===== config.mk =====
export PLATFORM = sky130hd
export DESIGN_NAME = ppu_top
export DESIGN_NICKNAME = d
export VERILOG_FILES = /design/src/rtl/ppu_pkg.sv /design/src/rtl/posit_decode.sv /design/src/rtl/core_add_sub.sv /design/src/rtl/core_mul.sv /design/src/rtl/core_div.sv /design/src/rtl/core_op.sv /design/src/rtl/posit_encode.sv /design/src/rtl/ppu_apb_regs.sv /design/src/rtl/ppu_top.sv
export SDC_FILE = /design/constraint.sdc
export NUM_CORES = 1
export LEC_CHECK = 0
export ABC_AREA = 1
export BUFFER_PORTS_ARGS = -buffer_cell sky130_fd_sc_hd__buf_2
export CORE_UTILIZATION = 41
export CTS_CLUSTER_DIAMETER = 50
export DETAILED_ROUTE_END_ITERATION = 10
export PLACE_DENSITY = 0.63
export SLEW_MARGIN = 20
export SYNTH_ARGS = -nofsm -noshare
export SYNTH_HDL_FRONTEND = slang
export SYNTH_HIERARCHICAL = 1
export SYNTH_SLANG_ARGS = --single-unit

===== constraint.sdc =====
create_clock -name clk -period 19.7 [get_ports clk]
set_input_delay 0.985 -clock clk [delete_from_list [all_inputs] [get_ports clk]]
set_output_delay 0.985 -clock clk [all_outputs]
set_load 0.01 [all_outputs]

===== src/rtl/ppu_pkg.sv =====
`default_nettype none

package ppu_pkg;

  localparam int POSIT_SIZE = 8;
  localparam int MAX_K = POSIT_SIZE - 2;  // largest regime value k.
  localparam int TE_SIZE = 5;
  localparam int MANT_SIZE = 6;
  localparam int FRAC_FULL_SIZE = 12;
  localparam int MANT_ADD_RESULT_SIZE = 8;
  localparam int MANT_MUL_RESULT_SIZE = 12;
  localparam int MANT_DIV_RESULT_SIZE = 12;
  localparam int OP_SIZE = 2;
  localparam int APB_ADDR_SIZE = 5;
  localparam int APB_DATA_SIZE = 32;

  typedef logic [POSIT_SIZE-1:0] posit_t;
  typedef logic signed [TE_SIZE-1:0] te_t;
  typedef logic [MANT_SIZE-1:0] mant_t;  // hidden one plus fraction, 1.5 format.
  typedef logic [FRAC_FULL_SIZE-1:0] frac_t;
  typedef logic [APB_ADDR_SIZE-1:0] apb_addr_t;
  typedef logic [APB_DATA_SIZE-1:0] apb_data_t;

  localparam posit_t POSIT_ZERO = 8'h00;
  localparam posit_t POSIT_NAR = 8'h80;

  typedef enum logic [OP_SIZE-1:0] {
    ADD,
    SUB,
    MUL,
    DIV
  } op_e;

  typedef struct packed {
    logic  sign;
    te_t   te;
    mant_t mant;
    logic  is_zero;
    logic  is_nar;
  } decoded_t;

  typedef struct packed {
    logic  sign;
    te_t   te;
    frac_t frac;
    logic  frac_truncated;
    logic  is_zero;
    logic  is_nar;
    logic  valid;
  } core_result_t;

  typedef struct packed {
    op_e    op;
    posit_t p1;
    posit_t p2;
    logic   start;
  } ppu_req_t;

  typedef struct packed {
    posit_t result;
    logic   inexact;
    logic   valid;
  } ppu_rsp_t;

  localparam apb_addr_t ADDR_OPERANDS = 'h0;
  localparam apb_addr_t ADDR_CTRL = 'h4;
  localparam apb_addr_t ADDR_RESULT = 'h8;
  localparam apb_addr_t ADDR_STATUS = 'hC;

endpackage

`default_nettype wire


===== src/rtl/posit_decode.sv =====
`timescale 1ns/1ns
`default_nettype none

module posit_decode
  import ppu_pkg::*;
(
  input  posit_t   posit,
  output decoded_t dec
);

  posit_t mag;
  logic [3:0] run;
  logic stop;
  logic [POSIT_SIZE+MANT_SIZE-3:0] body;
  logic special;

  always_comb begin
    mag = posit[POSIT_SIZE-1] ? posit_t'(-posit) : posit;
    run = '0;
    stop = 1'b0;
    // length of the regime run, starting right after the sign.
    for (int i = POSIT_SIZE - 2; i >= 0; i--) begin
      if (!stop && (mag[i] == mag[POSIT_SIZE-2])) begin
        run = run + 4'd1;
      end else begin
        stop = 1'b1;
      end
    end
    // drop the run and its terminating bit.
    body = {mag[POSIT_SIZE-2:0], {(MANT_SIZE - 1) {1'b0}}} << (run + 4'd1);
  end

  assign special = (posit == POSIT_ZERO) || (posit == POSIT_NAR);

  always_comb begin
    dec.sign = posit[POSIT_SIZE-1];
    dec.is_zero = posit == POSIT_ZERO;
    dec.is_nar = posit == POSIT_NAR;
    if (special) begin
      dec.te = '0;
      dec.mant = '0;  // a zero mantissa never wins the add ordering.
    end else begin
      dec.te = mag[POSIT_SIZE-2] ? te_t'(run) - te_t'(1) : -te_t'(run);
      dec.mant = {1'b1, body[POSIT_SIZE+MANT_SIZE-3 -: MANT_SIZE-1]};
    end
  end

endmodule

`default_nettype wire


===== src/rtl/core_add_sub.sv =====
`timescale 1ns/1ns
`default_nettype none

module core_add_sub
  import ppu_pkg::*;
(
  input  logic                            clk,
  input  logic                            rst,
  input  te_t                             te1_in,
  input  te_t                             te2_in,
  input  mant_t                           mant1_in,
  input  mant_t                           mant2_in,
  input  logic                            have_opposite_sign,
  output logic [MANT_ADD_RESULT_SIZE-1:0] mant_out,
  output te_t                             te_out,
  output logic                            frac_truncated,
  output logic                            sign_swap
);

  logic swap;
  te_t te_big, te_small, te_norm;
  mant_t mant_big, mant_small;
  logic [TE_SIZE:0] diff;
  logic [3:0] shamt;
  logic [MANT_SIZE+19:0] small_wide;
  logic [MANT_SIZE+3:0] big_ext, small_jam, sum;
  logic [MANT_SIZE+2:0] norm;
  logic [3:0] lz;
  logic found, lost;

  // bigger magnitude goes first; a zero operand never does.
  assign swap = (mant1_in == '0) || ((mant2_in != '0) && ((te2_in > te1_in) ||
                ((te2_in == te1_in) && (mant2_in > mant1_in))));

  always_comb begin
    te_big = swap ? te2_in : te1_in;
    te_small = swap ? te1_in : te2_in;
    mant_big = swap ? mant2_in : mant1_in;
    mant_small = swap ? mant1_in : mant2_in;
    diff = {te_big[TE_SIZE-1], te_big} - {te_small[TE_SIZE-1], te_small};
    shamt = (diff > 6'd15) ? 4'd15 : diff[3:0];
    small_wide = {1'b0, mant_small, 3'b0, 16'b0} >> shamt;
    small_jam = small_wide[MANT_SIZE+19:16] | {{(MANT_SIZE + 3) {1'b0}}, |small_wide[15:0]};
    big_ext = {1'b0, mant_big, 3'b0};
    sum = have_opposite_sign ? big_ext - small_jam : big_ext + small_jam;
  end

  // leading-one count below the carry bit.
  always_comb begin
    lz = '0;
    found = 1'b0;
    for (int i = MANT_SIZE + 2; i >= 0; i--) begin
      if (!found) begin
        if (sum[i]) begin
          found = 1'b1;
        end else begin
          lz = lz + 4'd1;
        end
      end
    end
  end

  always_comb begin
    if (sum[MANT_SIZE+3]) begin
      norm = sum[MANT_SIZE+3:1];
      lost = sum[0];
      te_norm = te_big + te_t'(1);
    end else begin
      norm = sum[MANT_SIZE+2:0] << lz;
      lost = 1'b0;
      te_norm = te_big - te_t'(lz);
    end
  end

  always_ff @(posedge clk) begin
    if (rst) begin
      mant_out <= '0;
      te_out <= '0;
      frac_truncated <= 1'b0;
      sign_swap <= 1'b0;
    end else begin
      mant_out <= {1'b0, norm[MANT_SIZE+2:2]};  // zero here flags a zero difference.
      te_out <= te_norm;
      frac_truncated <= (|norm[1:0]) | lost;
      sign_swap <= swap;
    end
  end

endmodule

`default_nettype wire


===== src/rtl/core_mul.sv =====
`timescale 1ns/1ns
`default_nettype none

module core_mul
  import ppu_pkg::*;
(
  input  logic                            clk,
  input  logic                            rst,
  input  te_t                             te1,
  input  te_t                             te2,
  input  mant_t                           mant1,
  input  mant_t                           mant2,
  output logic [MANT_MUL_RESULT_SIZE-1:0] mant_out,
  output te_t                             te_out,
  output logic                            frac_truncated
);

  logic [MANT_MUL_RESULT_SIZE-1:0] prod;

  assign prod = mant1 * mant2;  // 2.10 format.

  always_ff @(posedge clk) begin
    if (rst) begin
      mant_out <= '0;
      te_out <= '0;
      frac_truncated <= 1'b0;
    end else begin
      mant_out <= prod;
      te_out <= te1 + te2 + te_t'(prod[MANT_MUL_RESULT_SIZE-1]);
      frac_truncated <= 1'b0;  // full product, nothing dropped.
    end
  end

endmodule

`default_nettype wire


===== src/rtl/core_div.sv =====
`timescale 1ns/1ns
`default_nettype none

module core_div
  import ppu_pkg::*;
(
  input  logic                            clk,
  input  logic                            rst,
  input  te_t                             te1,
  input  te_t                             te2,
  input  mant_t                           mant1,
  input  mant_t                           mant2,
  output logic [MANT_DIV_RESULT_SIZE-1:0] mant_out,
  output te_t                             te_out,
  output logic                            frac_truncated
);

  logic lt;
  logic [MANT_SIZE+1:0] rem;
  logic [MANT_DIV_RESULT_SIZE-1:0] quo;

  always_comb begin
    lt = mant1 < mant2;
    // pre-doubling keeps the quotient in [1, 2).
    rem = lt ? {1'b0, mant1, 1'b0} : {2'b0, mant1};
    for (int i = MANT_DIV_RESULT_SIZE - 1; i >= 0; i--) begin
      if (rem >= {2'b0, mant2}) begin
        quo[i] = 1'b1;
        rem = rem - {2'b0, mant2};
      end else begin
        quo[i] = 1'b0;
      end
      rem = rem << 1;
    end
  end

  always_ff @(posedge clk) begin
    if (rst) begin
      mant_out <= '0;
      te_out <= '0;
      frac_truncated <= 1'b0;
    end else begin
      mant_out <= quo;  // 1.11 format.
      te_out <= te1 - te2 - te_t'(lt);
      frac_truncated <= rem != '0;
    end
  end

endmodule

`default_nettype wire


===== src/rtl/core_op.sv =====
`timescale 1ns/1ns
`default_nettype none

module core_op
  import ppu_pkg::*;
(
  input  logic         clk,
  input  logic         rst,
  input  op_e          op,
  input  logic         valid,
  input  decoded_t     a,
  input  decoded_t     b,
  output core_result_t res
);

  logic [MANT_ADD_RESULT_SIZE-1:0] mant_add;
  logic [MANT_MUL_RESULT_SIZE-1:0] mant_mul;
  logic [MANT_DIV_RESULT_SIZE-1:0] mant_div;
  te_t te_add, te_mul, te_div;
  logic trunc_add, trunc_mul, trunc_div;
  logic swap_add;
  logic sign_b_eff;
  op_e op_q;
  logic sign_a_q, sign_b_q, zero_q, nar_q, valid_q;

  assign sign_b_eff = b.sign ^ (op == SUB);

  core_add_sub core_add_sub_inst (
    .clk(clk),
    .rst(rst),
    .te1_in(a.te),
    .te2_in(b.te),
    .mant1_in(a.mant),
    .mant2_in(b.mant),
    .have_opposite_sign(a.sign ^ sign_b_eff),
    .mant_out(mant_add),
    .te_out(te_add),
    .frac_truncated(trunc_add),
    .sign_swap(swap_add)
  );

  core_mul core_mul_inst (
    .clk(clk),
    .rst(rst),
    .te1(a.te),
    .te2(b.te),
    .mant1(a.mant),
    .mant2(b.mant),
    .mant_out(mant_mul),
    .te_out(te_mul),
    .frac_truncated(trunc_mul)
  );

  core_div core_div_inst (
    .clk(clk),
    .rst(rst),
    .te1(a.te),
    .te2(b.te),
    .mant1(a.mant),
    .mant2(b.mant),
    .mant_out(mant_div),
    .te_out(te_div),
    .frac_truncated(trunc_div)
  );

  always_ff @(posedge clk) begin
    if (rst) begin
      valid_q <= 1'b0;
    end else begin
      valid_q <= valid;
    end
  end

  always_ff @(posedge clk) begin
    op_q <= op;
    sign_a_q <= a.sign;
    sign_b_q <= sign_b_eff;
    nar_q <= a.is_nar | b.is_nar | ((op == DIV) & b.is_zero);
    case (op)
      ADD, SUB: zero_q <= a.is_zero & b.is_zero;
      MUL: zero_q <= a.is_zero | b.is_zero;
      default: zero_q <= a.is_zero;
    endcase
  end

  always_comb begin
    res.valid = valid_q;
    res.is_nar = nar_q;
    case (op_q)
      ADD, SUB: begin
        res.sign = swap_add ? sign_b_q : sign_a_q;
        res.te = te_add;
        res.frac = {mant_add, 4'b0} << 2;  // chop carry and hidden bit.
        res.frac_truncated = trunc_add;
        res.is_zero = zero_q | (mant_add == '0);
      end
      MUL: begin
        res.sign = sign_a_q ^ sign_b_q;
        res.te = te_mul;
        res.frac = mant_mul[MANT_MUL_RESULT_SIZE-1] ? mant_mul << 1 : mant_mul << 2;
        res.frac_truncated = trunc_mul;
        res.is_zero = zero_q;
      end
      default: begin
        res.sign = sign_a_q ^ sign_b_q;
        res.te = te_div;
        res.frac = mant_div << 1;  // quotient is already in [1, 2).
        res.frac_truncated = trunc_div;
        res.is_zero = zero_q;
      end
    endcase
  end

endmodule

`default_nettype wire


===== src/rtl/posit_encode.sv =====
`timescale 1ns/1ns
`default_nettype none

module posit_encode
  import ppu_pkg::*;
(
  input  logic         clk,
  input  logic         rst,
  input  core_result_t res,
  output ppu_rsp_t     rsp
);

  logic sat_hi, sat_lo;
  te_t te_c;
  logic [POSIT_SIZE+FRAC_FULL_SIZE-1:0] seq;
  logic [POSIT_SIZE-2:0] body, mag;
  logic guard, sticky, round_up, inexact;
  posit_t word;

  always_comb begin
    sat_hi = res.te > te_t'(MAX_K);
    sat_lo = res.te < -te_t'(MAX_K);
    te_c = sat_hi ? te_t'(MAX_K) : (sat_lo ? -te_t'(MAX_K) : res.te);
    // regime run, terminator, then the fraction.
    if (!te_c[TE_SIZE-1]) begin
      seq = {{(POSIT_SIZE - 1) {1'b1}}, 1'b0, res.frac} << (MAX_K - te_c);
    end else begin
      seq = {1'b1, res.frac, {(POSIT_SIZE - 1) {1'b0}}} >> (-te_c);
    end
    body = seq[POSIT_SIZE+FRAC_FULL_SIZE-1 -: POSIT_SIZE-1];
    guard = seq[FRAC_FULL_SIZE];
    sticky = (|seq[FRAC_FULL_SIZE-1:0]) | res.frac_truncated;
    round_up = guard & (sticky | body[0]);  // nearest, ties to even.
    if (sat_hi) begin
      mag = '1;
    end else if (sat_lo) begin
      mag = {{(POSIT_SIZE - 2) {1'b0}}, 1'b1};
    end else begin
      mag = body + {{(POSIT_SIZE - 2) {1'b0}}, round_up};
    end
    inexact = sat_hi | sat_lo | guard | sticky;
    word = res.sign ? posit_t'(-{1'b0, mag}) : {1'b0, mag};
    if (res.is_nar) begin
      word = POSIT_NAR;
      inexact = 1'b0;
    end else if (res.is_zero) begin
      word = POSIT_ZERO;
      inexact = 1'b0;
    end
  end

  always_ff @(posedge clk) begin
    if (rst) begin
      rsp <= '0;
    end else begin
      rsp.result <= word;
      rsp.inexact <= inexact;
      rsp.valid <= res.valid;
    end
  end

endmodule

`default_nettype wire


===== src/rtl/ppu_apb_regs.sv =====
`timescale 1ns/1ns
`default_nettype none

module ppu_apb_regs
  import ppu_pkg::*;
(
  input  logic      clk,
  input  logic      rst,
  input  logic      psel,
  input  logic      penable,
  input  logic      pwrite,
  input  apb_addr_t paddr,
  input  apb_data_t pwdata,
  output apb_data_t prdata,
  output logic      pready,
  output logic      pslverr,
  output ppu_req_t  req,
  input  ppu_rsp_t  rsp
);

  logic access, mapped, wr_en, rd_en;
  posit_t p1, p2;
  op_e op;
  logic start;
  posit_t result;
  logic inexact;
  logic done;
  logic [1:0] inflight;

  assign access = psel & penable;
  assign mapped = paddr inside {ADDR_OPERANDS, ADDR_CTRL, ADDR_RESULT, ADDR_STATUS};
  assign wr_en = access & pwrite & mapped;
  assign rd_en = access & ~pwrite & mapped;

  assign pready = 1'b1;  // no wait states.
  assign pslverr = access & ~mapped;

  always_ff @(posedge clk) begin
    if (rst) begin
      p1 <= '0;
      p2 <= '0;
      op <= ADD;
      start <= 1'b0;
    end else begin
      start <= wr_en && (paddr == ADDR_CTRL);
      if (wr_en && (paddr == ADDR_OPERANDS)) begin
        p1 <= pwdata[7:0];
        p2 <= pwdata[15:8];
      end
      if (wr_en && (paddr == ADDR_CTRL)) begin
        op <= op_e'(pwdata[OP_SIZE-1:0]);
      end
    end
  end

  always_ff @(posedge clk) begin
    if (rst) begin
      result <= '0;
      inexact <= 1'b0;
      done <= 1'b0;
      inflight <= '0;
    end else begin
      if (rsp.valid) begin  // a new result wins over a clearing read.
        result <= rsp.result;
        inexact <= rsp.inexact;
        done <= 1'b1;
      end else if (rd_en && (paddr == ADDR_RESULT)) begin
        done <= 1'b0;
      end
      case ({start, rsp.valid})
        2'b10: inflight <= inflight + 2'd1;
        2'b01: inflight <= inflight - 2'd1;
        default: inflight <= inflight;
      endcase
    end
  end

  always_comb begin
    prdata = '0;
    if (rd_en) begin
      case (paddr)
        ADDR_OPERANDS: prdata = {16'b0, p2, p1};
        ADDR_CTRL: prdata = {{(APB_DATA_SIZE - OP_SIZE) {1'b0}}, op};
        ADDR_RESULT: prdata = {23'b0, inexact, result};
        default: prdata = {30'b0, inflight != 2'd0, done};  // status.
      endcase
    end
  end

  assign req = '{op: op, p1: p1, p2: p2, start: start};

endmodule

`default_nettype wire


===== src/rtl/ppu_top.sv =====
`timescale 1ns/1ns
`default_nettype none

module ppu_top
  import ppu_pkg::*;
(
  input  logic      clk,
  input  logic      rst,
  input  logic      psel,
  input  logic      penable,
  input  logic      pwrite,
  input  apb_addr_t paddr,
  input  apb_data_t pwdata,
  output apb_data_t prdata,
  output logic      pready,
  output logic      pslverr
);

  ppu_req_t req;
  ppu_rsp_t rsp;
  decoded_t dec_a, dec_b, dec_a_q, dec_b_q;
  op_e op_q;
  logic valid_q;
  core_result_t core_res;

  ppu_apb_regs ppu_apb_regs_inst (
    .clk(clk),
    .rst(rst),
    .psel(psel),
    .penable(penable),
    .pwrite(pwrite),
    .paddr(paddr),
    .pwdata(pwdata),
    .prdata(prdata),
    .pready(pready),
    .pslverr(pslverr),
    .req(req),
    .rsp(rsp)
  );

  posit_decode posit_decode_a_inst (
    .posit(req.p1),
    .dec(dec_a)
  );

  posit_decode posit_decode_b_inst (
    .posit(req.p2),
    .dec(dec_b)
  );

  always_ff @(posedge clk) begin
    if (rst) begin
      valid_q <= 1'b0;
    end else begin
      valid_q <= req.start;
    end
  end

  always_ff @(posedge clk) begin
    dec_a_q <= dec_a;  // decode stage register.
    dec_b_q <= dec_b;
    op_q <= req.op;
  end

  core_op core_op_inst (
    .clk(clk),
    .rst(rst),
    .op(op_q),
    .valid(valid_q),
    .a(dec_a_q),
    .b(dec_b_q),
    .res(core_res)
  );

  posit_encode posit_encode_inst (
    .clk(clk),
    .rst(rst),
    .res(core_res),
    .rsp(rsp)
  );

endmodule

`default_nettype wire


==> summary.md <==
| Metric | Value |
|---|---|
| CTS Root Cell | clkbuf_16 |
| Starting Density | 0.418 |
| Min-delay src | ppu_apb_regs_inst/op[0] |
| GPL Wtd Cong | 0.920 |
| CP top delay family | simple AND/OR/NAND/NOR gates |
| Max stage delay on crit path | 370 ps |
| First-pass GRT wire length | 72600 um |
| Final Critical Period | 18280 ps |
| Antenna violations before repair | 0 |
| Pwr/cell area | 68.6 nW/um^2 |
| Worst hold path class | reg -> reg |
| Crit. Startpoint | dec_b_q[5] |
| Clock sink count | ~130 |
| WP data arrival | about 19000 ps |
| Uppermost layer routed | met4 |
| Vias in the first global route | 15400 |
| Core outline area | 41100 um^2 |
| Die width | 207 um |
| Area of the multi-input gates | 12800 um^2 |
| Avg Cell Area, Syn | 6.18 um^2 |
| GRT overflow | 0 |
| Final Skew | roughly 13 ps |
| Placed cells | between 3000 and 4000 |
| Post-Route Utilization | 0.457 |
| Worst Tran Pin Value | 921 ps |
| Drt drc | 0 |
| Die H | between 200 and 250 um |
| Routed Antenna Nets | 0 |
| Die area | 42700 um^2 |
| Hold WS | 372 ps |
| Hold Buf Count CTS | 0 |
| I/O Pins | 76 |
| FMAX | 54.7 MHz |
| DRT iter0 DRCs | 931 |
| Met3 wire length | approximately 1400 um |
| Hold Vio Cnt, Final | 0 |
| Met2 routed WL | 20700 um |
| Total GRT Usage | 0.205 |
| Post-Syn Area | approximately 17000 um^2 |
| PortBufs | 42 |
| Maximum vdd drop | 0.0000587 V |
| Fin crit share | 0.928 |
| H-tree levels | 4 |
| FILL cells | 4355 |
| Post-DP HPWL | ~35000 um |
| Setup ws final | 1420 ps |
| YS warnings | 6 |
| CTS tree | built |
| Post-Syn Instances | 2782 |
| Via count | 16900 |
| Pin count of the biggest net entering global routing | 44 |
| Leakage | 10.2 nW |
| Crit path max-delay cell type | ha_1 |
| Clock Pin Slew Worst Setup and Hold Paths | 60 ps |
| Synth-to-layout area growth | 9.31% |
| Crit path buf inv count | 15 |
| M1 WL | about 21000 um |
| Routed len/inst | approximately 13 um |
| DR pass1 iterations | 6 |
| Setup CP Type | reg -> reg |
| Status | complete, no violations |
| Critical path capture point type | register |
| Rel. slew slack | 0.386 |
| Final wirelength | 44100 um |
| Max-cap violations | 0 |
| Num rows | 74 |
| Setup-failing EPs final | 0 |
| Dpl ws | -175 ps |
| Finished Layout Cells | about 3400 |
| Max-slew violation count | 0 |
| Worst-skew pair later-pin latency | 430 ps |
| Layout cells sized above 1 | 0.158 |
| Crit-path most repeated cell | nand2_1 |
| Crit start category | register |
| Register area | 2540 um^2 |
| FF-to-FF Start | dec_b_q[5] |
| ANT cells | 0 |
| Setup slack, reg-to-reg | between 1000 and 1500 ps |
| Required @ worst endpoint | 20020 ps |
| Worst Path Max Fanout | 8 |
| TritonCTS buffer count | 17 |
| Clock buffer depth | 2 |
| Nets | 3061 |
| Via/cell ratio | between 4 and 5 |
-- stage by stage --
stage	total power [mW]	setup TNS (ps)	instance area (um^2)
global placement	0.976	0	17900
finish	1.29	0	18800
CTS	1.29	0	18500
detailed placement	0.986	-226	17900
floorplan	0.870	0	17200
global route	1.41	-311	18800
-- routing by layer --
metal | GRT usage | up-vias
met5 | 0 | -
met2 | 0.346 | 225
met4 | 0.0529 | 0
met3 | 0.0259 | 45
li1 | - | 8962
met1 | 0.275 | 7706
-- cells in the final DEF, fill, tap and decap left out, types with 9 or more instances in the layout --
cell	instances
nand3_2	33
dfxtp_1	127
buf_4	63
nand3b_1	10
nand2_2	76
a21oi_1	116
inv_2	43
xor2_1	31
o21ai_0	73
xnor2_1	29
nand3_1	281
clkbuf_16	17
o21ai_1	35
ha_1	141
nor2_2	15
nand2_4	35
nand4_1	24
nor2_1	255
conb_1	20
nand2_1	820
nor3_1	15
buf_2	42
inv_1	353
nor2_4	14
a21oi_2	14
o21ai_2	15
or2_2	9
fa_1	24
-- report_power, final --
part / internal, mW / switching [mW]
clock network: 0.167 / 0.132
registers: 0.268 / 0.00446
logic: 0.227 / 0.490
total: 0.661 / 0.627
-- path summary, 6_finish.rpt --
check / to / cells after the start
worst min-delay path: op_q[0] / 0
worst max-delay path: core_op_inst/core_div_inst/frac_truncated / 139
worst min register to register: op_q[0] / 0
worst max register to register: core_op_inst/core_div_inst/frac_truncated / 139
-- registers in the layout, summed over array words and instances, names as in the netlist, 2 cells and up --
name	count
core_op_inst/op_q	2
op_q	2
ppu_apb_regs_inst/p2	8
dec_b_q	14
core_op_inst/core_add_sub_inst/mant_out	7
core_op_inst/core_div_inst/te_out	5
ppu_apb_regs_inst/p1	8
posit_encode_inst/rsp	10
core_op_inst/core_div_inst/mant_out	11
core_op_inst/core_mul_inst/te_out	5
ppu_apb_regs_inst/result	8
ppu_apb_regs_inst/op	2
core_op_inst/core_mul_inst/mant_out	12
dec_a_q	14
core_op_inst/core_add_sub_inst/te_out	5
ppu_apb_regs_inst/inflight	2
-- cell type report --
class                           instances  share of cell area
Multi-Input combinational cell       2188               0.680
Clock inverter                         13             0.00546
Timing Repair Buffer                  105              0.0364
Clock buffer                           19              0.0236
Sequential cell                       127               0.135
Tap cell                              532              0.0354
Inverter                              410              0.0833
-- timing repair --
item | 4_1_cts | 5_1_grt
pin swaps | 0 | 24
gates cloned | 0 | 1
endpoints found under the setup margin | 2 | 3
gates resized for setup | 4 | 52
buffers inserted | 0 | 14
-- worst register-to-register path, delay by kind of cell (launching register included) --
| kind | cells | cell delay, ps |
|---|---|---|
| simple gates | 65 | 6480 |
| fa+ha+maj | 13 | 3950 |
| buf+inv | 15 | 1270 |
| compound gates | 46 | 6160 |
| flops | 1 | 320 |
(Power assumes the default switching activity.)
